<file path="src/hw/cpu_pkg.sv">
package cpu_pkg;

   localparam int xlen          = 32;
   localparam int reg_count     = 32;
   localparam int mem_depth     = 256;
   localparam int mem_addr_bits = 8;

   // Top five bits of every instruction word
   typedef enum logic [4:0] {
      op_nop      = 5'd0,
      op_load_imm = 5'd1,
      op_load_mem = 5'd2,
      op_store    = 5'd3,
      op_alu      = 5'd4,
      op_jump     = 5'd5
   } opcode_e;

   typedef enum logic [4:0] {
      alu_add = 5'd0,
      alu_sub = 5'd1,
      alu_and = 5'd2,
      alu_or  = 5'd3,
      alu_xor = 5'd4,
      alu_shl = 5'd5
   } alu_op_e;

   typedef struct packed {
      opcode_e     opcode;
      logic [4:0]  rd;
      logic [21:0] imm;
   } imm_fmt_t;

   typedef struct packed {
      opcode_e    opcode;
      logic [4:0] ra;
      logic [4:0] rb;
      logic [4:0] rd;
      logic [6:0] unused;
      alu_op_e    alu_op;
   } reg_fmt_t;

   typedef union packed {
      imm_fmt_t imm_fmt;
      reg_fmt_t reg_fmt;
   } instr_u;

   typedef struct packed {
      instr_u          instr;
      logic [xlen-1:0] operand_a;
      logic [xlen-1:0] operand_b;
      logic [xlen-1:0] result;
   } pipe_stage_t;

   typedef struct packed {
      logic                     valid;
      logic [mem_addr_bits-1:0] addr;
      logic [xlen-1:0]          data;
   } store_port_t;

   function automatic logic writes_reg(instr_u instr);
      return instr.reg_fmt.opcode inside {op_load_imm, op_load_mem, op_alu};
   endfunction

   // Load immediate keeps its destination where the other formats hold ra
   function automatic logic [4:0] dest_reg(instr_u instr);
      return (instr.imm_fmt.opcode == op_load_imm) ? instr.imm_fmt.rd : instr.reg_fmt.rd;
   endfunction

   function automatic logic reads_reg_a(instr_u instr);
      return instr.reg_fmt.opcode inside {op_load_mem, op_store, op_alu, op_jump};
   endfunction

   function automatic logic reads_reg_b(instr_u instr);
      return instr.reg_fmt.opcode inside {op_store, op_alu, op_jump};
   endfunction

endpackage

</file>
<file path="src/hw/register_file.sv">
`timescale 1ns/1ps

module register_file (
   input  logic        clk,
   input  logic        rst,
   input  logic [4:0]  read_reg_a,
   input  logic [4:0]  read_reg_b,
   output logic [31:0] read_data_a,
   output logic [31:0] read_data_b,
   input  logic [4:0]  write_reg,
   input  logic [31:0] write_data,
   input  logic        write_en
);
   import cpu_pkg::*;

   logic [xlen-1:0] regs [reg_count];

   always_ff @(posedge clk or negedge rst) begin
      if (!rst) begin
         for (int i = 0; i < reg_count; i++) begin
            regs[i] <= '0;
         end
      end else if (write_en) begin
         regs[write_reg] <= write_data;
      end
   end

   // Same-cycle write is visible to the reader
   assign read_data_a = (write_en && (write_reg == read_reg_a)) ? write_data : regs[read_reg_a];
   assign read_data_b = (write_en && (write_reg == read_reg_b)) ? write_data : regs[read_reg_b];

endmodule

</file>
<file path="config.mk">
export PLATFORM = sky130hd
export DESIGN_NAME = register_file
export DESIGN_NICKNAME = d
export VERILOG_FILES = /design/src/hw/cpu_pkg.sv /design/src/hw/register_file.sv
export SDC_FILE = /design/constraint.sdc
export NUM_CORES = 2
export LEC_CHECK = 0
export BUFFER_PORTS_ARGS = -buffer_cell sky130_fd_sc_hd__buf_4
export CAP_MARGIN = 20
export CORE_MARGIN = 3
export CORE_UTILIZATION = 65
export CTS_BUF_LIST = sky130_fd_sc_hd__clkbuf_8
export DETAILED_ROUTE_END_ITERATION = 10
export GPL_ROUTABILITY_DRIVEN = 0
export HOLD_SLACK_MARGIN = 0.08
export PLACE_DENSITY = 0.79
export SYNTH_ARGS = -nofsm -noshare
export SYNTH_HDL_FRONTEND = slang
export SYNTH_SLANG_ARGS = --single-unit
</file>
<file path="constraint.sdc">
create_clock -name clk -period 4 [get_ports clk]
set_input_delay 0.2 -clock clk [delete_from_list [all_inputs] [get_ports clk]]
set_output_delay 0.2 -clock clk [all_outputs]
set_load 0.01 [all_outputs]
</file>
Yosys cells after proc, flatten, opt, wreduce, memory -nomap -nowiden
Index checks and enable logic that the tools add are counted.
{"block": "totals", "ff_bits": 1024, "output_inout_bits": 64}
{"block": "classes", "order_cmp": 4, "eq_ne": 2, "n_mux": 11, "bitwise_logic": 3, "n_reduce_logical": 3}
{"cell": "$bwmux 1024", "n": 1}
{"cell": "$bmux 32 s5", "n": 2}
{"cell": "$mux 32", "n": 7}
{"cell": "$demux 32 s5", "n": 1}
{"cell": "$ge 6x6->1 const B", "n": 3}
{"cell": "$not 5->6", "n": 3}
{"cell": "$eq 5x5->1", "n": 2}
{"cell": "$lt 6x1->1 const B", "n": 1}
{"cell": "$logic_and 1x1->1", "n": 3}

Logic depth before layout (Yosys ltp)
{"block": "logic_depth", "depth_word": 6, "depth_mapped": 10, "ltp_nobuf": 5}

Least setup slack after synthesis
OpenSTA, ideal clock, no wires.
{"block": "synth_timing", "path_kind": "input -> output", "from": "in read_reg_b[0]", "to": "out read_data_b[0]", "arrival_ns": 1.870, "path_slack_ns": 1.930, "stages": 8, "n_path_buf": 4, "cell_sequence": "buf_2 -> buf_6 -> buf_2 -> nand3_1 -> clkbuf_1 -> o22ai_1 -> or4_1 -> o21ai_1"}
{"block": "synth_between", "elab_chain_cells": 5}
{"element": "from (decl)", "line_no": "register_file.sv:7", "text": "input logic [4:0] read_reg_b,"}
{"element": "$not 5->6 (not written as such)", "line_no": "register_file.sv:30", "text": "assign read_data_b = (write_en && (write_reg == read_reg_b)) ? write_data : regs[read_reg_b];"}
{"element": "$bmux 32 s5", "line_no": "register_file.sv:30"}
{"element": "$mux 32 (not written as such) (2 in a row)", "line_no": "register_file.sv:30"}
{"element": "$mux 32 *", "line_no": "register_file.sv:30"}
{"element": "to (decl)", "line_no": "register_file.sv:9", "text": "output logic [31:0] read_data_b,"}
Mark *: on every way between the ends. The rest lies on a longest branch, timed or not. The select of a mux whose other input is x is not followed.

Worst setup path after layout
{"block": "layout_timing", "from": "in read_reg_b[2]", "to": "out read_data_b[30]"}
The elaborated chain is that of the path after synthesis.

==> run metrics <==
status=finished clean; Syn Inst Count=3777; Non-Filler Instances=just over 5000; Tmin final=roughly 3.3 ns; vias in the first global route=~40000; Boundary Pins=around 110; setup TNS after final layout=0 ns; Sink Count=between 1000 and 1500; first-pass GRT wire length=about 260000 um; Via-to-Cell Ratio=~7.5; #FFs+latches synth=around 1000; max reg flops=about 1000; Net Count, Synth=3827; post-route setup slack=just under 0.7 ns; cells along the critical path=buf_8 > buf_12 > xnor2_1 > and3_2 > nor3_1 > buf_4 > nor3_1 > buf_4; initial drt markers=4673; largest net degree at the start of global routing=~150; DR pass1 iterations=9; Worst Hold Margin=around 0.16 ns; skew final=0 ns; Mean Syn Cell Area=14.45 um^2; Worst Setup End Kind=primary output; # DRC=0; total power=29.24 mW; Worst path slowest cell=and3_2; GR Layer Usage met3=between 10% and 20%; htree depth=4; met2 Use GR=approximately three fifths; GRT overflow=0; Max IR drop VDD=approximately 0.39 mV; Avg WL per Cell=around 34 um; chip width=between 200 and 300 um; layout cell share with drive strength beyond 1=49.07%; area delta synth->final=10.17%; mapped cell area=around 55000 um^2; CTS tree=done; Yosys Warn Count=0; fin. max-slew vios=0; CP peak stage delay=0.69 ns; slew margin rel.=27.66%; CP Launch Type=input port; fin util=72.74%; DR vias=37690; kind of critical path=input port to primary output; post-route cell area=around 60000 um^2; biggest regs=regs: 1024 flops; class of the worst hold path=input port to register; postcts setup bufs=0; Yosys top cell by area=dfrtp_1; period utilization=83.08%; Starting Density=roughly 66%; Hold Vio Cnt, Final=0; Port Buffer Count=between 100 and 150; Die Ht=295.7 um; share of the synthesized area in the top cell type=46.96%; full die area=just under 90000 um^2; Tightest Pin Transition=around 1.1 ns; DP HPWL=slightly above 100000 um; Cell Rows=~110; final setup fails=0; Routed WL=between 150000 and 200000 um; placed cell areas=56370 um^2; Clock transition at path regs=around 0.060 ns; clk buf depth=3; Leakage Power=about 27 nW; Post-CTS Hold Fix Bufs=35; initial antenna violation count=8; clk_lat worst skew=0.87 ns; Resize count post-CTS=0; Largest Register=regs; crit path DAT=3.12 ns; PwrDens=486.5 nW/um^2; WP data required=~3.8 ns; max-cap viol count=0; core area=between 80000 and 90000 um^2; distinct cell type count after synthesis=a little over 40; fillcell total=slightly above 5000; Placed Instances=approximately 4700; antenna viol nets, final=0; M1 GR Usage=between 50% and 60%; register area share after synthesis=~47%; synth top area cells=dfrtp_1 (47%), mux2_2 (21%), mux4_2 (16%); Layout Nets=between 3000 and 4000; Fmax=300.9 MHz; unrepaired setup endpoints after global routing=no; Setup Slack @ Placement=0.7492 ns; GRT Util Overall=40.41%; CP max FO=83; TritonCTS Buffers=roughly 170; CTS Root Cell=clkbuf_8; Top Usage Layer GRT=met2
==> report_power, final <==
part / internal [mW] / switching (mW) / total, mW
clock network: 4.81 / 4.41 / 9.21
logic: 3.58 / 2.47 / 6.05
registers: 12.4 / 1.58 / 14.0
==> cells in the final DEF (no fill, tap or decap), types with 3 or more instances in the layout <==
cell type,instances
clkinvlp_4,7
mux4_2,382
a22o_1,4
clkinv_2,16
nand2b_1,5
buf_8,5
dlygate4sd3_1,34
dfrtp_1,1024
mux2i_1,260
or3b_2,5
o21ai_1,58
diode_2,7
nor4_1,4
xor2_1,8
or4_1,58
nor4bb_4,4
clkbuf_8,212
inv_8,4
nand3b_1,13
o211ai_1,58
nor3_1,13
buf_12,28
nor3b_1,4
inv_6,3
mux2_2,1024
nand3_1,6
o22ai_1,128
a22oi_1,124
nor2_1,68
nand2_2,16
buf_4,207
inv_1,63
nand2_1,70
nor2_4,16
==> final cells by class <==
type,instances,area (um^2),share of cell area (%)
flip-flops and latches,1024,25620,42.63
clock buffers,210,2890,4.808
clock inverters,94,470.5,0.7826
diodes,7,17.52,0.02914
multi-input cells,2353,27190,45.23
well taps,1070,1339,2.227
repair buffers,277,2585,4.300
==> cell usage after synthesis <==
cell       number
buf_4          41
nand4_1         1
xnor2_1         2
nand4b_1        1
nand3b_1       13
nor2_1         84
o311a_1         1
mux4_2        382
nand3_1         8
or4_1          58
xor2_1          8
a22oi_1       124
and3_1          3
or3b_2          5
a22o_1          4
buf_6          11
o21ai_1        58
nor4_1          4
or2_2           1
o41ai_1         2
o22ai_1       128
or3_1           2
o211ai_1       58
nand2b_1        5
mux2i_1       260
and3b_1         1
buf_1          57
nor3b_1         4
dfrtp_1      1024
buf_2         106
mux2_2       1024
clkbuf_4        2
nor2b_1         1
nor4b_1         4
nor3_1         13
nand2_1        86
buf_12          8
and4b_1         3
o2111ai_1       1
nor4bb_1        4
clkbuf_1      175
==> per-layer routing <==
metal  vias to the layer above  part of all wire (%)  wire [um]
met3                       702                    12      20300
met5                         -                 0.013         23
met1                     19700                    37      63570
li1                      14690                     -          -
met4                         4                   6.2      10740
met2                      2586                    45      78970
==> kinds of logic after synthesis <==
logic type	Yosys count	share of synthesized area [%]
XOR/XNOR	10	0.1605
flip-flops	1024	46.96
AO/OA/AOI/OAI	376	4.634
multiplexers	1666	41.67
AND/OR/NAND/NOR	301	2.894
buffers and inverters	400	3.680
==> worst paths after layout <==
| kind | startpoint | to | slack [ns] | cells past startpoint |
|---|---|---|---|---|
| worst max-delay path | read_reg_b[2] | read_data_b[30] | 0.68 | 8 |
| worst min-delay path | write_reg[1] | regs[368] | 0.16 | 4 |
| worst max register to register | regs[703] | regs[703] | 3.17 | 1 |
| worst min register to register | regs[310] | regs[310] | 0.52 | 1 |
| max in group asynchronous | rst | regs[269] | 2.48 | 4 |
| min in group asynchronous | rst | regs[990] | 0.64 | 4 |
==> worst max-delay path: cells and delay by family <==
kind                      cells  cell delay, ns
and+or+nand+nor               3            1.37
xor gates and xnor gates      1            0.18
buffers and inverters         4            1.28
(Power assumes the default switching activity.)
