==> src/hw/cpu_pkg.sv <==
package cpu_pkg;

   localparam int xlen          = 32;
   localparam int reg_count     = 32;
   localparam int mem_depth     = 256;
   localparam int mem_addr_bits = 8;

   // Top five bits of every instruction word
   typedef enum logic [4:0] {
      op_nop      = 5'd0,
      op_load_imm = 5'd1,
      op_load_mem = 5'd2,
      op_store    = 5'd3,
      op_alu      = 5'd4,
      op_jump     = 5'd5
   } opcode_e;

   typedef enum logic [4:0] {
      alu_add = 5'd0,
      alu_sub = 5'd1,
      alu_and = 5'd2,
      alu_or  = 5'd3,
      alu_xor = 5'd4,
      alu_shl = 5'd5
   } alu_op_e;

   typedef struct packed {
      opcode_e     opcode;
      logic [4:0]  rd;
      logic [21:0] imm;
   } imm_fmt_t;

   typedef struct packed {
      opcode_e    opcode;
      logic [4:0] ra;
      logic [4:0] rb;
      logic [4:0] rd;
      logic [6:0] unused;
      alu_op_e    alu_op;
   } reg_fmt_t;

   typedef union packed {
      imm_fmt_t imm_fmt;
      reg_fmt_t reg_fmt;
   } instr_u;

   typedef struct packed {
      instr_u          instr;
      logic [xlen-1:0] operand_a;
      logic [xlen-1:0] operand_b;
      logic [xlen-1:0] result;
   } pipe_stage_t;

   typedef struct packed {
      logic                     valid;
      logic [mem_addr_bits-1:0] addr;
      logic [xlen-1:0]          data;
   } store_port_t;

   function automatic logic writes_reg(instr_u instr);
      return instr.reg_fmt.opcode inside {op_load_imm, op_load_mem, op_alu};
   endfunction

   // Load immediate keeps its destination where the other formats hold ra
   function automatic logic [4:0] dest_reg(instr_u instr);
      return (instr.imm_fmt.opcode == op_load_imm) ? instr.imm_fmt.rd : instr.reg_fmt.rd;
   endfunction

   function automatic logic reads_reg_a(instr_u instr);
      return instr.reg_fmt.opcode inside {op_load_mem, op_store, op_alu, op_jump};
   endfunction

   function automatic logic reads_reg_b(instr_u instr);
      return instr.reg_fmt.opcode inside {op_store, op_alu, op_jump};
   endfunction

endpackage

==> src/hw/instruction_decoder.sv <==
`timescale 1ns/1ps

module instruction_decoder (
   input  cpu_pkg::instr_u instr,
   output logic [4:0]      read_reg_a,
   output logic [4:0]      read_reg_b,
   output logic [31:0]     imm_value
);
   import cpu_pkg::*;

   localparam int imm_bits = $bits(instr.imm_fmt.imm);

   // Unused read ports point at r0
   always_comb begin
      read_reg_a = '0;
      read_reg_b = '0;
      if (reads_reg_a(instr)) begin
         read_reg_a = instr.reg_fmt.ra;
      end
      if (reads_reg_b(instr)) begin
         read_reg_b = instr.reg_fmt.rb;
      end
   end

   assign imm_value = {{(xlen-imm_bits){instr.imm_fmt.imm[imm_bits-1]}}, instr.imm_fmt.imm};

endmodule

==> config.mk <==
export PLATFORM = sky130hd
export DESIGN_NAME = instruction_decoder
export DESIGN_NICKNAME = d
export VERILOG_FILES = /design/src/hw/cpu_pkg.sv /design/src/hw/instruction_decoder.sv
export SDC_FILE = /design/constraint.sdc
export NUM_CORES = 1
export LEC_CHECK = 0
export BUFFER_PORTS_ARGS = -buffer_cell sky130_fd_sc_hd__buf_2
export CAP_MARGIN = 5
export CELL_PAD_IN_SITES_DETAIL_PLACEMENT = 1
export CELL_PAD_IN_SITES_GLOBAL_PLACEMENT = 1
export CORE_ASPECT_RATIO = 0.8
export CORE_UTILIZATION = 14
export DETAILED_ROUTE_END_ITERATION = 8
export PLACE_DENSITY_LB_ADDON = 0.05
export SYNTH_ARGS = -nofsm -noshare
export SYNTH_HDL_FRONTEND = slang
export SYNTH_SLANG_ARGS = --single-unit
export TNS_END_PERCENT = 10
==> constraint.sdc <==
create_clock -name vclk -period 0.8
set_clock_uncertainty 0.05 [all_clocks]
set_input_delay 0.08 -clock vclk [all_inputs]
set_output_delay 0.08 -clock vclk [all_outputs]
set_load 0.05 [all_outputs]
# Word-level counts from Yosys, hierarchy flattened
# Index checks and enable logic that the tools add are counted.
[totals]
inputBits = 32
output_inout_bits = 42
reg_bits = 0
wordCells = 8
[op_classes]
mux = 2
reduce_logical = 2
eq_ne = 4
[ops]
columns = ["cell", "count"]
rows = [
  ["$eq 5x2->1 const B", 2],
  ["$eq 5x3->1 const B", 2],
  ["$mux 5", 2],
  ["$reduce_bool 4->1", 1],
  ["$reduce_bool 3->1", 1],
]

# Depth between registers and ports, before layout
# Gate-level depths: netlist of the first run.
[depth]
ltp_word = 3
ltp_mapped = 3
depth_no_buf = 2

# Worst setup path after synthesis of the first run
# Ideal clock, no wire load.
[synth_path]
path_kind = "input to output"
start = "in instr[31] (netlist name)"
end = "out read_reg_b[0]"
stages = 3
arrival_ns = 1.599
path_slack_ns = -0.929
required_ns = 0.670
n_path_buf = 1
path_cell_list = "or2_0 > buf_6 > a211oi_1"
[synth_via]
elab_chain_len = 3
elab_cells_between_ends = 5
cone_classes = "eq/ne (3); mux (1); reduce/logical (1)"
[synth_rtl]
columns = ["item", "line", "rtl"]
rows = [
  ["start: declaration", "instruction_decoder.sv:4", "input cpu_pkg::instr_u instr,"],
  ["$eq 5x2->1 / $eq 5x3->1 (equally long branches)", "cpu_pkg.sv:74", "return instr.reg_fmt.opcode inside {op_store, op_alu, op_jump};"],
  ["$reduce_bool 3->1 (*)", "cpu_pkg.sv:74", ""],
  ["$mux 5 (*)", "instruction_decoder.sv:20", "if (reads_reg_b(instr)) begin"],
  ["end: declaration", "instruction_decoder.sv:6", "output logic [4:0] read_reg_b,"],
]
# Every way passes the cells marked *; elsewhere a longest branch is shown, timed or not.

# Worst setup path in the final report of the first run
[layout_path]
start = "in instr[30] (netlist name)"
end = "out read_reg_a[3]"
[layout_via]
elab_chain_len = 3
elab_cells_between_ends = 6
cone_classes = "eq/ne (4); mux (1); reduce/logical (1)"
[layout_rtl]
columns = ["item", "line", "rtl"]
rows = [
  ["$eq 5x2->1 / $eq 5x3->1 (equally long branches)", "cpu_pkg.sv:70", "return instr.reg_fmt.opcode inside {op_load_mem, op_store, op_alu, op_jump};"],
  ["$reduce_bool 4->1 (*)", "cpu_pkg.sv:70", ""],
  ["$mux 5 (*)", "instruction_decoder.sv:17", "if (reads_reg_a(instr)) begin"],
  ["end: declaration", "instruction_decoder.sv:5", "output logic [4:0] read_reg_a,"],
]
# Marks and branches as above.

==> results of run 1 <==
-- worst max-delay path by stage --
stage / slack, ns / startpoint / endpoint
global placement: -0.39 / instr[31] / read_reg_b[0]
global route: -0.32 / instr[30] / read_reg_a[0]
detailed placement: -0.39 / instr[31] / read_reg_a[1]
finish: -0.29 / instr[30] / read_reg_a[3]
CTS: -0.29 / instr[30] / read_reg_b[0]
floorplan: -0.46 / instr[29] / read_reg_b[0]
-- routing by layer --
layer	GRT usage, %	up-vias	wire, microns
met1	8.83	155	407
met5	0	-	0
met4	5.12	0	51
li1	-	165	-
met2	13.1	26	632
met3	1.06	12	166
-- cell usage after synthesis (all sizes together) --
cell	number
buf	33
a211oi	5
inv	5
nor3b	5
nand2b	1
nand3b	1
or2	1
xnor2	1
-- area by class of cell --
| class | count | area share (%) |
|---|---|---|
| Inverter | 5 | 2.67 |
| Multi-Input combinational cell | 14 | 33.2 |
| Tap cell | 36 | 6.42 |
| Timing Repair Buffer | 50 | 57.8 |
-- what timing repair did --
| action | CTS | global route |
|---|---|---|
| gates cloned | 1 | 0 |
| gates resized for setup | 26 | 0 |
| endpoints found under the setup margin | 10 | 10 |
| pin swaps | 1 | 0 |
-- cells by family (layout without fill, tap and decap cells) --
logic type,after synthesis,count (layout)
AO/OA/AOI/OAI,5,5
buffers and inverters,38,55
AND/OR/NAND/NOR,8,8
XOR/XNOR,1,1
-- critical path: stages --
cell and delay, ns:
buf_6 0.09, or2_4 0.27, buf_16 0.16, nor3b_4 0.17, buf_6 0.18
-- power by group through the flow --
stage	clock network, mW	registers [mW]	logic, mW
after floorplan	0	0	0.593
final	0	0	0.523
after global routing	0	0	0.548
after detailed placement	0	0	0.476
after CTS	0	0	0.528
after global placement	0	0	0.476
-- through the flow --
stage | power, mW | area (sq um) | cells
global route | 0.548 | 702 | 105
finish | 0.523 | 702 | 105
CTS | 0.528 | 702 | 105
global placement | 0.476 | 592 | 104
floorplan | 0.593 | 493 | 52
detailed placement | 0.476 | 592 | 104
==> results.toml, run 1 <==
[floorplan]
num_rows = 16
io_pins = 74
die_width_microns = 59.8
initial_utilization_pct = 15.1
die_area_sq_um = 2880
die_h_microns = 48.2
core_sq_um = 2480

[layout]
area_growth_syn_to_layout_pct = 87.6
multi_input_area_sq_um = 233
n_fill_cell = 300
fin_util_pct = 28.3
antenna_cells = 0
layout-drive-gt1-share_pct = 89.9
layout.nets = 103
final_common_cell = "buf_2"
seq_cells = 0
n_clock_buffer = 0
final_cell_mix = "buf_2 (29), buf_6 (12)"
seq_area_sq_um = 0

[detailed_routing]
vias = 358
wl_per_cell_microns = 12.0
drc = 0
drt_first_iter_violations = 2
postRouteAntennaNets = 0
drt_first_pass_iters = 2
vias_per_cell = 3.41
drt-total-wl_microns = 1260

[timing]
hold_slack_ns = 0.110
drv_slew = 0
fin_crit_sh_pct = 136
tightest_slew_ns = 0.261
worst_slack_ns = -0.286
finalHoldViolations = 0
fin_crit_ns = 1.09
max_clock_freq_ghz = 0.921
rsz0062_at_grt = "yes"
finalSetupViolCount = 10
tns_ns = -2.80
relSlewSlack_pct = 82.5

[min_path]
hold_path_end = "imm_value[0]"
min_from = "instr[0]"
hp-class = "primary input to output port"
whs_path_depth = 0

[place]
gp_congestion = 0.552
place_ws_ns = -0.387
io_buffers = 40
dp_hpwl_microns = 995

[synthesis]
synthAdderAreaFrac_pct = 0
seq_area_frac_synth_pct = 0
synth_top_family_by_area = "buffers and inverters"
synth_area_leaders = "buf_4 (64%), a211oi_1 (10%), nor3b_1 (10%)"
synthMuxAreaShare_pct = 0
synth_xor_area_share_pct = 2.34
syn_area_sq_um = 374
synth-compound-area-share_pct = 10.0
ys_warn_count = 0
yosysTopAreaCellShare_pct = 64.2
synth_cell_types = 9
synth-simple-area-share_pct = 15.4
syn_avg_cell_area_sq_um = 7.19
synth_nets = 84
yosys.area.top_type = "buf_4"
syn_inst = 52

[global_routing]
first_global_vias = 346
grt_pass1_wl_microns = 1630
grt-ovfl-total = 0
antenna_found_initial = 0
grt_max_degree = 12
grt_use_total_pct = 7.51

[clock_network]
hold_buffers = 0
cts_setup_buffers = 0

[power]
p_switching_mw = 0.327
cellPowerDensity_nw_per_um2 = 745
p_comb_share_pct = 100.0
p_clk_share_pct = 0
switching_share_pct = 62.6
p_seq_share_pct = 0
power.internal_mw = 0.196
power_leakage_nw = 0.335
vdd_drop_max_v = 0.000295

[worst_setup_path]
worstPathRequired_ns = 0.67
endpoint_kind = "output port"
path_class = "primary input to output port"
crit_fanout = 5
critPathLaunchType = "primary input"
crit_arrival_ns = 0.96

[outcome]
outcome = "complete, but fails checks"
violations = "setup timing"

[run]
cap_violations = 0
No activity file was read; power rests on OpenSTA's default activity.
==> run 2: changes to the inputs <==
- CORE_MARGIN: unset -> 8
- clock period: 0.8 -> 1 ns (I/O delays scaled with it)
==> results.toml, run 2 (same netlist as run 1, synthesis figures left out) <==
[detailed_routing]
postRouteAntennaNets = 0
drt_first_iter_violations = 11
drt_first_pass_iters = 2
vias_per_cell = 3.50
drt-total-wl_microns = 1330
drc = 0
vias = 353
wl_per_cell_microns = 13.2

[timing]
fin_crit_ns = 1.14
drv_slew = 0
tightest_slew_ns = 0.254
worst_slack_ns = -0.136
fin_crit_sh_pct = 114
finalSetupViolCount = 10
rsz0062_at_grt = "yes"
relSlewSlack_pct = 82.9
finalHoldViolations = 0
max_clock_freq_ghz = 0.881

[power]
vdd_drop_max_v = 0.000204
power_leakage_nw = 0.316
p_total_mw = 0.408
cellPowerDensity_nw_per_um2 = 608

[place]
io_buffers = 40
gp_congestion = 0.657
dp_cells = 100
dpl_cell_area_sq_um = 562

[worst_setup_path]
timing.critical_path.slowest_stage_cell = "or2_4"
worstPathRequired_ns = 0.85
critPathLaunchType = "primary input"
crit_arrival_ns = 0.99
cpPeakStageDelay_ns = 0.27
path_delay_family = "buffers and inverters"
endpoint_kind = "output port"
crit_top_cell = "buf_6"
crit_chain = "buf_6 -> or2_4 -> buf_12 -> a211oi_4 -> buf_6"
path_class = "primary input to output port"
crit_fanout = 5
critPathBufInv = 3

[global_routing]
grt-ovfl-total = 0
grt_use_total_pct = 5.43
grt_pass1_wl_microns = 2100
first_global_vias = 424
antenna_found_initial = 0
grt_max_degree = 12

[layout]
fin_util_pct = 26.9
final_cell_mix = "buf_2 (29), buf_6 (12), nor3b_4 (5), inv_1 (5), a211oi_4 (5)"
layout.nets = 99
area_growth_syn_to_layout_pct = 79.6
layout.cells.non_filler = 101
final_area_sq_um = 672
n_clock_buffer = 0
seq_cells = 0
layout-drive-gt1-share_pct = 89.2
antenna_cells = 0
seq_area_sq_um = 0
final_common_cell = "buf_2"

[min_path]
whs_path_depth = 0
min_from = "instr[7]"
hp-class = "primary input to output port"
hold_path_end = "imm_value[7]"

[clock_network]
cts_setup_buffers = 0
hold_buffers = 0

[floorplan]
die_width_microns = 73.8
io_pins = 74
initial_utilization_pct = 15.0
die_area_sq_um = 4590
die_h_microns = 62.2
num_rows = 16
core_sq_um = 2500

[run]
cap_violations = 0

[outcome]
outcome = "complete, but fails checks"
violations = "setup timing"
==> run 2: cell types whose count changed in the layout (fill, tap and decap cells not counted) <==
| cell | before | now |
|---|---|---|
| buf_4 | 5 | 1 |
==> run 2: worst max-delay path by stage <==
stage	from	end	cells after the start
global route	instr[30]	read_reg_a[1]	5
floorplan	instr[29]	read_reg_b[0]	2
detailed placement	instr[31]	read_reg_b[3]	5
global placement	instr[31]	read_reg_b[1]	5
finish	instr[30]	read_reg_b[3]	5
CTS	instr[30]	read_reg_b[1]	5
==> run 2: what timing repair did <==
action | 4_1_cts | 5_1_grt
setup endpoints to repair | 10 | 10
resized for setup | 26 | 0
cloned | 1 | 0
pin swaps | 1 | 0
==> run 2: power breakdown <==
part / internal (mW) / switching, mW
combinational: 0.147 / 0.261
clock: 0 / 0
sequential: 0 / 0
==> run 2: cell type report <==
class	instances	area, sq um
fillers	295	1830
repair buffers	46	375
multi-input cells	14	233
well taps	36	45.0
inverters	5	18.8
==> run 2: metal layers <==
layer	global-route usage [%]	up-vias	routed length (microns)
met5	0	-	0
met4	2.74	0	63
met3	0.801	18	159
met2	9.83	35	666
met1	5.81	143	444
li1	-	157	-
==> run 2: stage by stage <==
step / setup WS [ns] / hold slack [ns] / setup TNS, ns
floorplan: -0.296 / 0.315 / -2.71
global placement: -0.237 / 0.151 / -2.27
detailed placement: -0.239 / 0.151 / -2.31
CTS: -0.138 / 0.151 / -1.32
global route: -0.178 / 0.150 / -1.54
finish: -0.136 / 0.150 / -1.18
