`src/hw/cpu_pkg.sv`:
```
package cpu_pkg;

   localparam int xlen          = 32;
   localparam int reg_count     = 32;
   localparam int mem_depth     = 256;
   localparam int mem_addr_bits = 8;

   // Top five bits of every instruction word
   typedef enum logic [4:0] {
      op_nop      = 5'd0,
      op_load_imm = 5'd1,
      op_load_mem = 5'd2,
      op_store    = 5'd3,
      op_alu      = 5'd4,
      op_jump     = 5'd5
   } opcode_e;

   typedef enum logic [4:0] {
      alu_add = 5'd0,
      alu_sub = 5'd1,
      alu_and = 5'd2,
      alu_or  = 5'd3,
      alu_xor = 5'd4,
      alu_shl = 5'd5
   } alu_op_e;

   typedef struct packed {
      opcode_e     opcode;
      logic [4:0]  rd;
      logic [21:0] imm;
   } imm_fmt_t;

   typedef struct packed {
      opcode_e    opcode;
      logic [4:0] ra;
      logic [4:0] rb;
      logic [4:0] rd;
      logic [6:0] unused;
      alu_op_e    alu_op;
   } reg_fmt_t;

   typedef union packed {
      imm_fmt_t imm_fmt;
      reg_fmt_t reg_fmt;
   } instr_u;

   typedef struct packed {
      instr_u          instr;
      logic [xlen-1:0] operand_a;
      logic [xlen-1:0] operand_b;
      logic [xlen-1:0] result;
   } pipe_stage_t;

   typedef struct packed {
      logic                     valid;
      logic [mem_addr_bits-1:0] addr;
      logic [xlen-1:0]          data;
   } store_port_t;

   function automatic logic writes_reg(instr_u instr);
      return instr.reg_fmt.opcode inside {op_load_imm, op_load_mem, op_alu};
   endfunction

   // Load immediate keeps its destination where the other formats hold ra
   function automatic logic [4:0] dest_reg(instr_u instr);
      return (instr.imm_fmt.opcode == op_load_imm) ? instr.imm_fmt.rd : instr.reg_fmt.rd;
   endfunction

   function automatic logic reads_reg_a(instr_u instr);
      return instr.reg_fmt.opcode inside {op_load_mem, op_store, op_alu, op_jump};
   endfunction

   function automatic logic reads_reg_b(instr_u instr);
      return instr.reg_fmt.opcode inside {op_store, op_alu, op_jump};
   endfunction

endpackage

```
`src/hw/execute_stage.sv`:
```
`timescale 1ns/1ps

module execute_stage (
   input  logic                 clk,
   input  logic                 rst,
   input  cpu_pkg::pipe_stage_t decode_stage,
   output cpu_pkg::pipe_stage_t execute_stage_out
);
   import cpu_pkg::*;

   logic [xlen-1:0] alu_result;
   pipe_stage_t     execute_next;

   always_comb begin
      case (decode_stage.instr.reg_fmt.alu_op)
         alu_add: alu_result = decode_stage.operand_a + decode_stage.operand_b;
         alu_sub: alu_result = decode_stage.operand_a - decode_stage.operand_b;
         alu_and: alu_result = decode_stage.operand_a & decode_stage.operand_b;
         alu_or:  alu_result = decode_stage.operand_a | decode_stage.operand_b;
         alu_xor: alu_result = decode_stage.operand_a ^ decode_stage.operand_b;
         alu_shl: alu_result = decode_stage.operand_a << decode_stage.operand_b[4:0];
         default: alu_result = '0;
      endcase
   end

   // Operands travel on so the memory stage has address and data
   always_comb begin
      execute_next = decode_stage;
      case (decode_stage.instr.reg_fmt.opcode)
         op_load_imm: execute_next.result = decode_stage.operand_b;
         op_alu:      execute_next.result = alu_result;
         default:     execute_next.result = '0;
      endcase
   end

   always_ff @(posedge clk or negedge rst) begin
      if (!rst) begin
         execute_stage_out <= '0;
      end else begin
         execute_stage_out <= execute_next;
      end
   end

endmodule

```
`config.mk`:
```
export PLATFORM = sky130hd
export DESIGN_NAME = execute_stage
export DESIGN_NICKNAME = d
export VERILOG_FILES = /design/src/hw/cpu_pkg.sv /design/src/hw/execute_stage.sv
export SDC_FILE = /design/constraint.sdc
export NUM_CORES = 1
export LEC_CHECK = 0
export BUFFER_PORTS_ARGS = -buffer_cell sky130_fd_sc_hd__buf_2
export CORE_MARGIN = 2
export CORE_UTILIZATION = 50
export DETAILED_ROUTE_END_ITERATION = 8
export PLACE_DENSITY_LB_ADDON = 0.08
export SLEW_MARGIN = 20
export SYNTH_ARGS = -nofsm -noshare
export SYNTH_HDL_FRONTEND = slang
export SYNTH_SLANG_ARGS = --single-unit
export TNS_END_PERCENT = 20
```
`constraint.sdc`:
```
create_clock -name clk -period 0.8 [get_ports clk]
set_input_delay 0.04 -clock clk [delete_from_list [all_inputs] [get_ports clk]]
set_output_delay 0.04 -clock clk [all_outputs]
set_load 0.1 [all_outputs]
```
==> results.toml, run 1 <==
[clocking]
cts_root_buffer = "clkbuf_16"
cts_buffer_depth = 2
cts_buffers = 17
htreeDepth = 4
clock_sinks = 128

[status]
run_status = "did not finish"
error_line = "[ERROR GRT-0232] Routing congestion too high. Check the congestion heatmap in the GUI."
lastStage = "global routing"

[sta]
grt-worst-endpoint = "execute_stage_out[31]$_DFF_PN0_/D"
worst-ep-kind = "sequential cell input"

[logic_synthesis]
netlist_instances = 1019
syn_nets = 1247
synth_area_leaders = "dfrtp_1 34%, ha_1 13%, o21ai_0 4.6%"
async_flop_share_pct = 100.0
yosys_warnings = 0
synth_top_area_cell = "dfrtp_1"
avgSynthCellArea_um2 = 9.257
ys_seq_elements = 128
synth_top_area_share_pct = 33.96
synth_cell_types = 73
synth-edff-count = 0
yosys_most_used_dff = "dfrtp_1"
syn-cell-area_um2 = 9433
synth-seq-area-share_pct = 33.96

[floorplan]
die_h_um = 141.4
initial_utilization_pct = 50.77
die_x_um = 141.4
std_cell_rows = 50
ios = 258

[placed_design]
dp_hpwl_um = 29470
port_buffers = 225
gp_congestion = 0.9627
placedCellCount = 1732

[global_route]
grt.overflow.total = 9
grt_max_degree = 63
grt_use_total_pct = 76.90
## kinds of logic after synthesis
group,share of synthesized area (%)
AO/OA/AOI/OAI,23.17
AND/OR/NAND/NOR,11.34
buffers and inverters,5.279
flip-flops,33.96
adder cells (fa/ha/maj),13.08
XOR/XNOR,5.292
multiplexers,7.879
## synth_stat cells, types with 14 or more instances
cell type  instances
ha_1              97
o21ai_0           87
o21a_1            14
a21oi_1           61
inv_1             68
a221o_1           17
xnor2_1           44
nand2_1           94
mux2i_1           30
a21o_1            17
nor2_1            58
mux4_2            16
clkbuf_1          42
dfrtp_1          128
o22ai_1           15
a22oi_1           22
## metrics by stage
step | utilization [%] | TNS (ns) | instance area (µm²) | setup WS (ns)
4_1_cts | 93.97 | -90.20 | 17460 | -2.485
3_5_place_dp | 81.97 | -74.55 | 15230 | -3.061
3_3_place_gp | 81.97 | -72.84 | 15230 | -2.928
2_1_floorplan | - | -75.67 | 9822 | -2.683
## per-layer routing
metal	global-route usage (%)	GRT overflow
met3	61.02	0
met5	25.81	0
met4	77.32	6
met1	77.51	0
met2	93.23	3
## what timing repair did
| item | CTS |
|---|---|
| pin swaps | 66 |
| hold endpoints to repair | 221 |
| resized for setup | 127 |
| hold buffers | 91 |
| setup buffers | 36 |
| setup endpoints to repair | 160 |
==> run 2: changes to the inputs <==
--- a/config.mk
+++ b/config.mk
@@ -7,9 +7,9 @@
 export LEC_CHECK = 0
 export BUFFER_PORTS_ARGS = -buffer_cell sky130_fd_sc_hd__buf_2
 export CORE_MARGIN = 2
-export CORE_UTILIZATION = 50
+export CORE_UTILIZATION = 35
 export DETAILED_ROUTE_END_ITERATION = 8
-export PLACE_DENSITY_LB_ADDON = 0.08
+export PLACE_DENSITY_LB_ADDON = 0.15
 export SLEW_MARGIN = 20
 export SYNTH_ARGS = -nofsm -noshare
 export SYNTH_HDL_FRONTEND = slang
==> run 2 against run 1 <==
Net effect:
- the flow now finishes, with violations (setup timing)
- synthesized cell count is the same
- synthesized area is the same
==> results.toml, run 2 <==
[floorplan]
dieArea_um2 = 28280
die_h_um = 168.2
die_x_um = 168.2
std_cell_rows = 60
core-area_um2 = 26730
ios = 258
initial_utilization_pct = 35.29

[placed_design]
gp_congestion = 0.9358
port_buffers = 225
dp_hpwl_um = 29250
place_area_um2 = 15510

[worst_setup_path]
slowest_delay_ns = 0.48
crit_fanout = 5
worst_setup_path_end_kind = "flop"
cpMaxStageDelayCell = "or4_4"
arrival_ns = 3.60
cp-startpoint = "decode_stage[33]"
worstPathCellList = "buf_4, nor3_4, nand2_2, or4_4, nor4_4, buf_6, a31o_2, xnor2_2, ha_1, nand2_2, o21ai_2, a41o_1, or3_4, a21oi_4, nor3_4, a2111oi_4, xnor2_1, o21ai_1"
crit_path_start_kind = "primary input"
critPathKind = "in -> reg"
worstPathRequired_ns = 1.10

[global_route]
grt_max_degree = 70
grt_use_total_pct = 28.13
grt.overflow.total = 0
grt_pass1_wl_um = 61530
antenna_found_initial = 0
grt_pass1_vias = 10770

[status]
violations = "setup timing"
run_status = "complete, but fails checks"

[layout]
final_common_cell = "buf_4"
drive_gt1_share_pct = 45.85
regArea_um2 = 3203
final_cell_area_um2 = 17990
nFillCells = 2120
top_register = "execute_stage_out"
reg_top3 = "execute_stage_out: 128 flops"
areaGrowthSynthToFinish_pct = 90.75
antenna_cells = 0
multiInputGateArea_um2 = 6515
largest_reg_flops = 128
nets = 1879
most-common-layout-cells = "317 x buf_4, 139 x buf_12, 128 x dfrtp_1"

[hold_path]
whs_path_depth = 3
hp-start = "decode_stage[37]"
hold_class = "in -> reg"

[sta]
tightest_slew_ns = 0.5115
hold_viol = 0
finalCritPeriodShare_pct = 412.4
max_freq_ghz = 0.3031
slew_violations = 0
post-route-min-period_ns = 3.299
fin_tns_setup_ns = -90.04
maxSlewHeadroom_pct = 65.47
setup_slack_ns = -2.499
rsz0062_at_grt = "yes"
finalSetupViolCount = 160

[logic_synthesis]
synth_top_family_by_area = "compound AO/OA/AOI/OAI gates"
synth_xor_xnor_area_share_pct = 5.292
avgSynthCellArea_um2 = 9.257
synth.area.mux_share_pct = 7.879
synth-seq-area-share_pct = 33.96
synth_top_area_share_pct = 33.96
ys_seq_elements = 128
syn-cell-area_um2 = 9433
synth_most_common_cell = "dfrtp_1"
async_flop_share_pct = 100.0
yosys_most_used_dff = "dfrtp_1"
synth_compound_area_share_pct = 23.17
syn_nets = 1247
synth_commonest_cells = "128 x dfrtp_1, 97 x ha_1, 94 x nand2_1, 87 x o21ai_0, 68 x inv_1"
netlist_instances = 1019
synth-simple-area-share_pct = 11.34
synth-edff-count = 0
synth_top_area_cell = "dfrtp_1"
synth_fa_ha_area_share_pct = 13.08
yosys_warnings = 0
synth_area_leaders = "dfrtp_1 34%, ha_1 13%, o21ai_0 4.6%"
synth_cell_types = 73

[route]
num_vias = 10550
drtAntennaViolNets = 0
wl_per_cell_um = 19.80
drt_first_pass_iters = 6
post-route-drc-count = 0
avgViaCountPerCell = 5.263
first_iter_violations = 907
wirelength_um = 39710

[clocking]
cts_tree = "done"
htreeDepth = 4
clock_sinks = 128
clk_pin_slew_worst_paths_ns = 0.06
cts_root_buffer = "clkbuf_16"
cts_buffers = 17
cts_buffer_depth = 2

[job]
max-cap-violations = 0

[power]
total_power_w = 0.02645
leakage_nw = 8.601
power.density_nw_per_um2 = 1470
ir_drop_mv = 1.010
==> run 2: cell counts after synthesis <==
Identical to the previous run, type by type.
==> run 2: path summary, 6_finish.rpt <==
path	end	slack (ns)
setup / recovery	execute_stage_out[31]$_DFF_PN0_	-2.50
hold / removal	execute_stage_out[5]$_DFF_PN0_	0.02
max in group asynchronous	execute_stage_out[8]$_DFF_PN0_	0.18
min in group asynchronous	execute_stage_out[70]$_DFF_PN0_	0.11
==> run 2: kinds of logic after synthesis <==
| logic type | Yosys count |
|---|---|
| buf+inv | 129 |
| compound gates | 324 |
| fa+ha+maj | 98 |
| mux | 53 |
| simple gates | 230 |
| xor+xnor | 57 |
| flops | 128 |
==> run 2: metrics by stage <==
step	std cells	hold WS (ns)	utilization, %	worst slack, ns
after floorplan	1019	-0.2556	-	-2.683
after global placement	1853	-0.1728	58.02	-2.964
after detailed placement	1853	-0.1709	58.02	-3.011
after CTS	1996	0.01486	65.95	-2.495
after global routing	2005	0.02501	67.33	-2.691
final	2005	0.02307	67.33	-2.499
==> run 2: area by class of cell <==
type	instances	area share, %
inverter	70	1.530
tap	341	2.371
clock buffer	18	2.385
multi-input combinational	762	36.21
sequential	128	17.80
clock inverter	14	1.140
timing repair buffer	672	38.56
==> run 2: report_power, final <==
part           total, W  leakage, nW  switching, W  internal (W)
combinational    0.0108         6.72       0.00590       0.00487
clock           0.00872        0.313       0.00343       0.00529
sequential      0.00697         1.56      0.000227       0.00674
total            0.0265         8.60       0.00955        0.0169
==> run 2: critical path, delay by kind of cell <==
family,cells,cell delay [ns]
simple gates,7,1.62
compound gates,6,1.07
fa+ha+maj,1,0.35
buf+inv,2,0.30
xor+xnor,2,0.23
==> run 2: metal layers <==
| layer | global-route usage, % | vias to the layer above | routed length [µm] |
|---|---|---|---|
| li1 | - | 4971 | - |
| met1 | 38.22 | 5106 | 17430 |
| met2 | 46.44 | 424 | 18950 |
| met3 | 5.172 | 52 | 2631 |
| met4 | 7.234 | 0 | 699 |
| met5 | 0 | - | 0 |
==> run 2: what timing repair did <==
| item | 4_1_cts | 5_1_grt |
|---|---|---|
| buffers inserted | 21 | 11 |
| resized for setup | 94 | 65 |
| hold buffers | 91 | 0 |
| setup endpoints to repair | 160 | 160 |
| pin swaps | 66 | 46 |
| endpoints found under the hold margin | 219 | 0 |
(Power assumes the default switching activity.)
==> run 3: changes to the inputs <==
--- a/config.mk
+++ b/config.mk
@@ -9,7 +9,7 @@
 export CORE_MARGIN = 2
 export CORE_UTILIZATION = 35
 export DETAILED_ROUTE_END_ITERATION = 8
-export PLACE_DENSITY_LB_ADDON = 0.15
+export PLACE_DENSITY_LB_ADDON = 0.2
 export SLEW_MARGIN = 20
 export SYNTH_ARGS = -nofsm -noshare
 export SYNTH_HDL_FRONTEND = slang
==> run 3 against run 2 <==
Net effect:
- the run ends with hold timing, setup timing left
- flip-flop and latch count unchanged
- routed wire length shrank 2.0%
- critical path depth stayed put
- die area stayed put
- critical path type unchanged
==> results.toml, run 3 (synthesis gave the netlist of run 2 again) <==
[worst_setup_path]
path_delay_family = "simple AND/OR/NAND/NOR gates"
arrival_ns = 3.55
cpMaxStageDelayCell = "or4_4"
crit_buf_inv = 4
worst_setup_path_end_kind = "flop"
worst-path-stages = 18
crit_path_start_kind = "primary input"
slowest_delay_ns = 0.51
crit_fanout = 3
critPathKind = "in -> reg"
worstPathRequired_ns = 1.17
worstPathCellList = "buf_6, buf_6, clkinv_8, ha_4, nand3_4, nor4_4, buf_4, nor2_4, xnor2_2, ha_1, nand2_2, or4_4, o21a_4, o31a_1, o21ai_2, a221oi_2, mux2_4, o21ai_2"

[placed_design]
gp_congestion = 0.9262
dp_hpwl_um = 28790
port_buffers = 225
place_area_um2 = 15390
dpl_worst_slack_ns = -3.075
placedCellCount = 1832

[route]
num_vias = 10580
wirelength_um = 38910
first_iter_violations = 893
drtAntennaViolNets = 0
drt_first_pass_iters = 5
wl_per_cell_um = 19.56
post-route-drc-count = 0
avgViaCountPerCell = 5.319

[layout]
final_common_cell = "buf_4"
final_cell_area_um2 = 17870
regArea_um2 = 3203
nFillCells = 2114
antenna_cells = 0
drive_gt1_share_pct = 45.51
reg_top3 = "execute_stage_out: 128 flops"
most-common-layout-cells = "300 x buf_4, 146 x buf_12, 128 x dfrtp_1"
stdcell_count = 1989
top_register = "execute_stage_out"
areaGrowthSynthToFinish_pct = 89.45
largest_reg_flops = 128
nets = 1863
multiInputGateArea_um2 = 6505
utilization_pct = 66.87

[sta]
post-route-min-period_ns = 3.187
whs_ns = -0.001212
rsz0062_at_grt = "yes"
maxSlewHeadroom_pct = 55.17
setup_slack_ns = -2.387
max_freq_ghz = 0.3138
finalCritPeriodShare_pct = 398.3
finalSetupViolCount = 160
slew_violations = 0
tightest_slew_ns = 0.6725
hold_viol = 1

[floorplan]
ios = 258
dieArea_um2 = 28280
core-area_um2 = 26730
die_x_um = 168.2
initial_utilization_pct = 35.29
die_h_um = 168.2
std_cell_rows = 60

[power]
total_power_w = 0.02561
leakage_nw = 8.463
clkPwrFrac_pct = 31.2
swShare_pct = 37.38
p_int_w = 0.01604
power.density_nw_per_um2 = 1433
power_frac_seq_pct = 27.2
combPwrFrac_pct = 41.6
net-switching-power_w = 0.009572
ir_drop_mv = 1.292

[hold_path]
hold_class = "in -> reg"
holdPathEnd = "execute_stage_out[16]$_DFF_PN0_"
whs_path_depth = 4
hp-start = "decode_stage[48]"

[clocking]
clock_sinks = 128
cts_root_buffer = "clkbuf_16"
cts_tree = "done"
htreeDepth = 4
clk_pin_slew_worst_paths_ns = 0.07
cts_buffer_depth = 2
cts_buffers = 17

[status]
violations = "hold timing, setup timing"
run_status = "complete, but fails checks"

[job]
max-cap-violations = 0

[global_route]
grt_max_degree = 69
antenna_found_initial = 0
grt.overflow.total = 0
grt_use_total_pct = 27.17
grt_pass1_vias = 10550
grt_pass1_wl_um = 59810
## run 3: cell types whose count changed in the layout (fill, tap and decap cells not counted), moves of 5 or more
cell	previous run	this run
buf_12	139	146
buf_4	317	300
nand2_2	3	8
buf_6	32	27
o21ai_1	20	28
o21ai_0	55	50
## run 3: worst max path at each step
stage | start | to
after global placement | decode_stage[33] | execute_stage_out[30]$_DFF_PN0_
final | decode_stage[32] | execute_stage_out[30]$_DFF_PN0_
after CTS | decode_stage[32] | execute_stage_out[31]$_DFF_PN0_
after global routing | decode_stage[32] | execute_stage_out[30]$_DFF_PN0_
after floorplan | decode_stage[35] | execute_stage_out[30]$_DFF_PN0_
after detailed placement | decode_stage[33] | execute_stage_out[30]$_DFF_PN0_
## run 3: power groups by stage
stage	Sequential (W)	Combinational [W]	Clock (W)
final	0.00696	0.0107	0.00799
after global placement	0.00708	0.00920	0
after CTS	0.00696	0.0100	0.00812
after global routing	0.00699	0.0113	0.00831
after detailed placement	0.00708	0.00930	0
after floorplan	0.00891	0.00321	0
## run 3: repair_timing
item                                    in CTS  in global routing
endpoints found under the setup margin     160                160
setup buffers                               17                 25
hold buffers                                91                  0
cloned                                       0                  0
pin swaps                                   45                 76
hold endpoints to repair                   221                  0
gates resized for setup                     67                 90
## run 3: per-layer routing
metal	part of all wire (%)	global-route usage, %	routed length (µm)	vias to the layer above
li1	-	-	-	4952
met1	43	36.72	16690	5145
met2	48	45.72	18640	425
met3	6.9	4.090	2671	57
met4	2.3	7.084	907	0
met5	0	0	0	-
## run 3: cell type report
| cell class | count | share of cell area (%) |
|---|---|---|
| tap | 341 | 2.387 |
| clock inverter | 14 | 0.7912 |
| multi-input combinational | 762 | 36.40 |
| inverter | 70 | 1.540 |
| sequential | 128 | 17.92 |
| timing repair buffer | 656 | 38.50 |
| clock buffer | 18 | 2.457 |
## run 3: stage by stage
step,hold WS (ns),setup TNS (ns)
after floorplan,-0.2556,-75.67
after global placement,-0.09009,-73.91
after detailed placement,-0.09062,-74.01
after CTS,-0.001675,-88.50
after global routing,0.02916,-95.16
final,-0.001212,-89.64
## run 3: tightest hold or removal path: cells and delay by family
kind,cells,cell delay [ns]
AOI/OAI and AO/OA,1,0.09
and+or+nand+nor,1,0.07
buffers and inverters,2,0.21
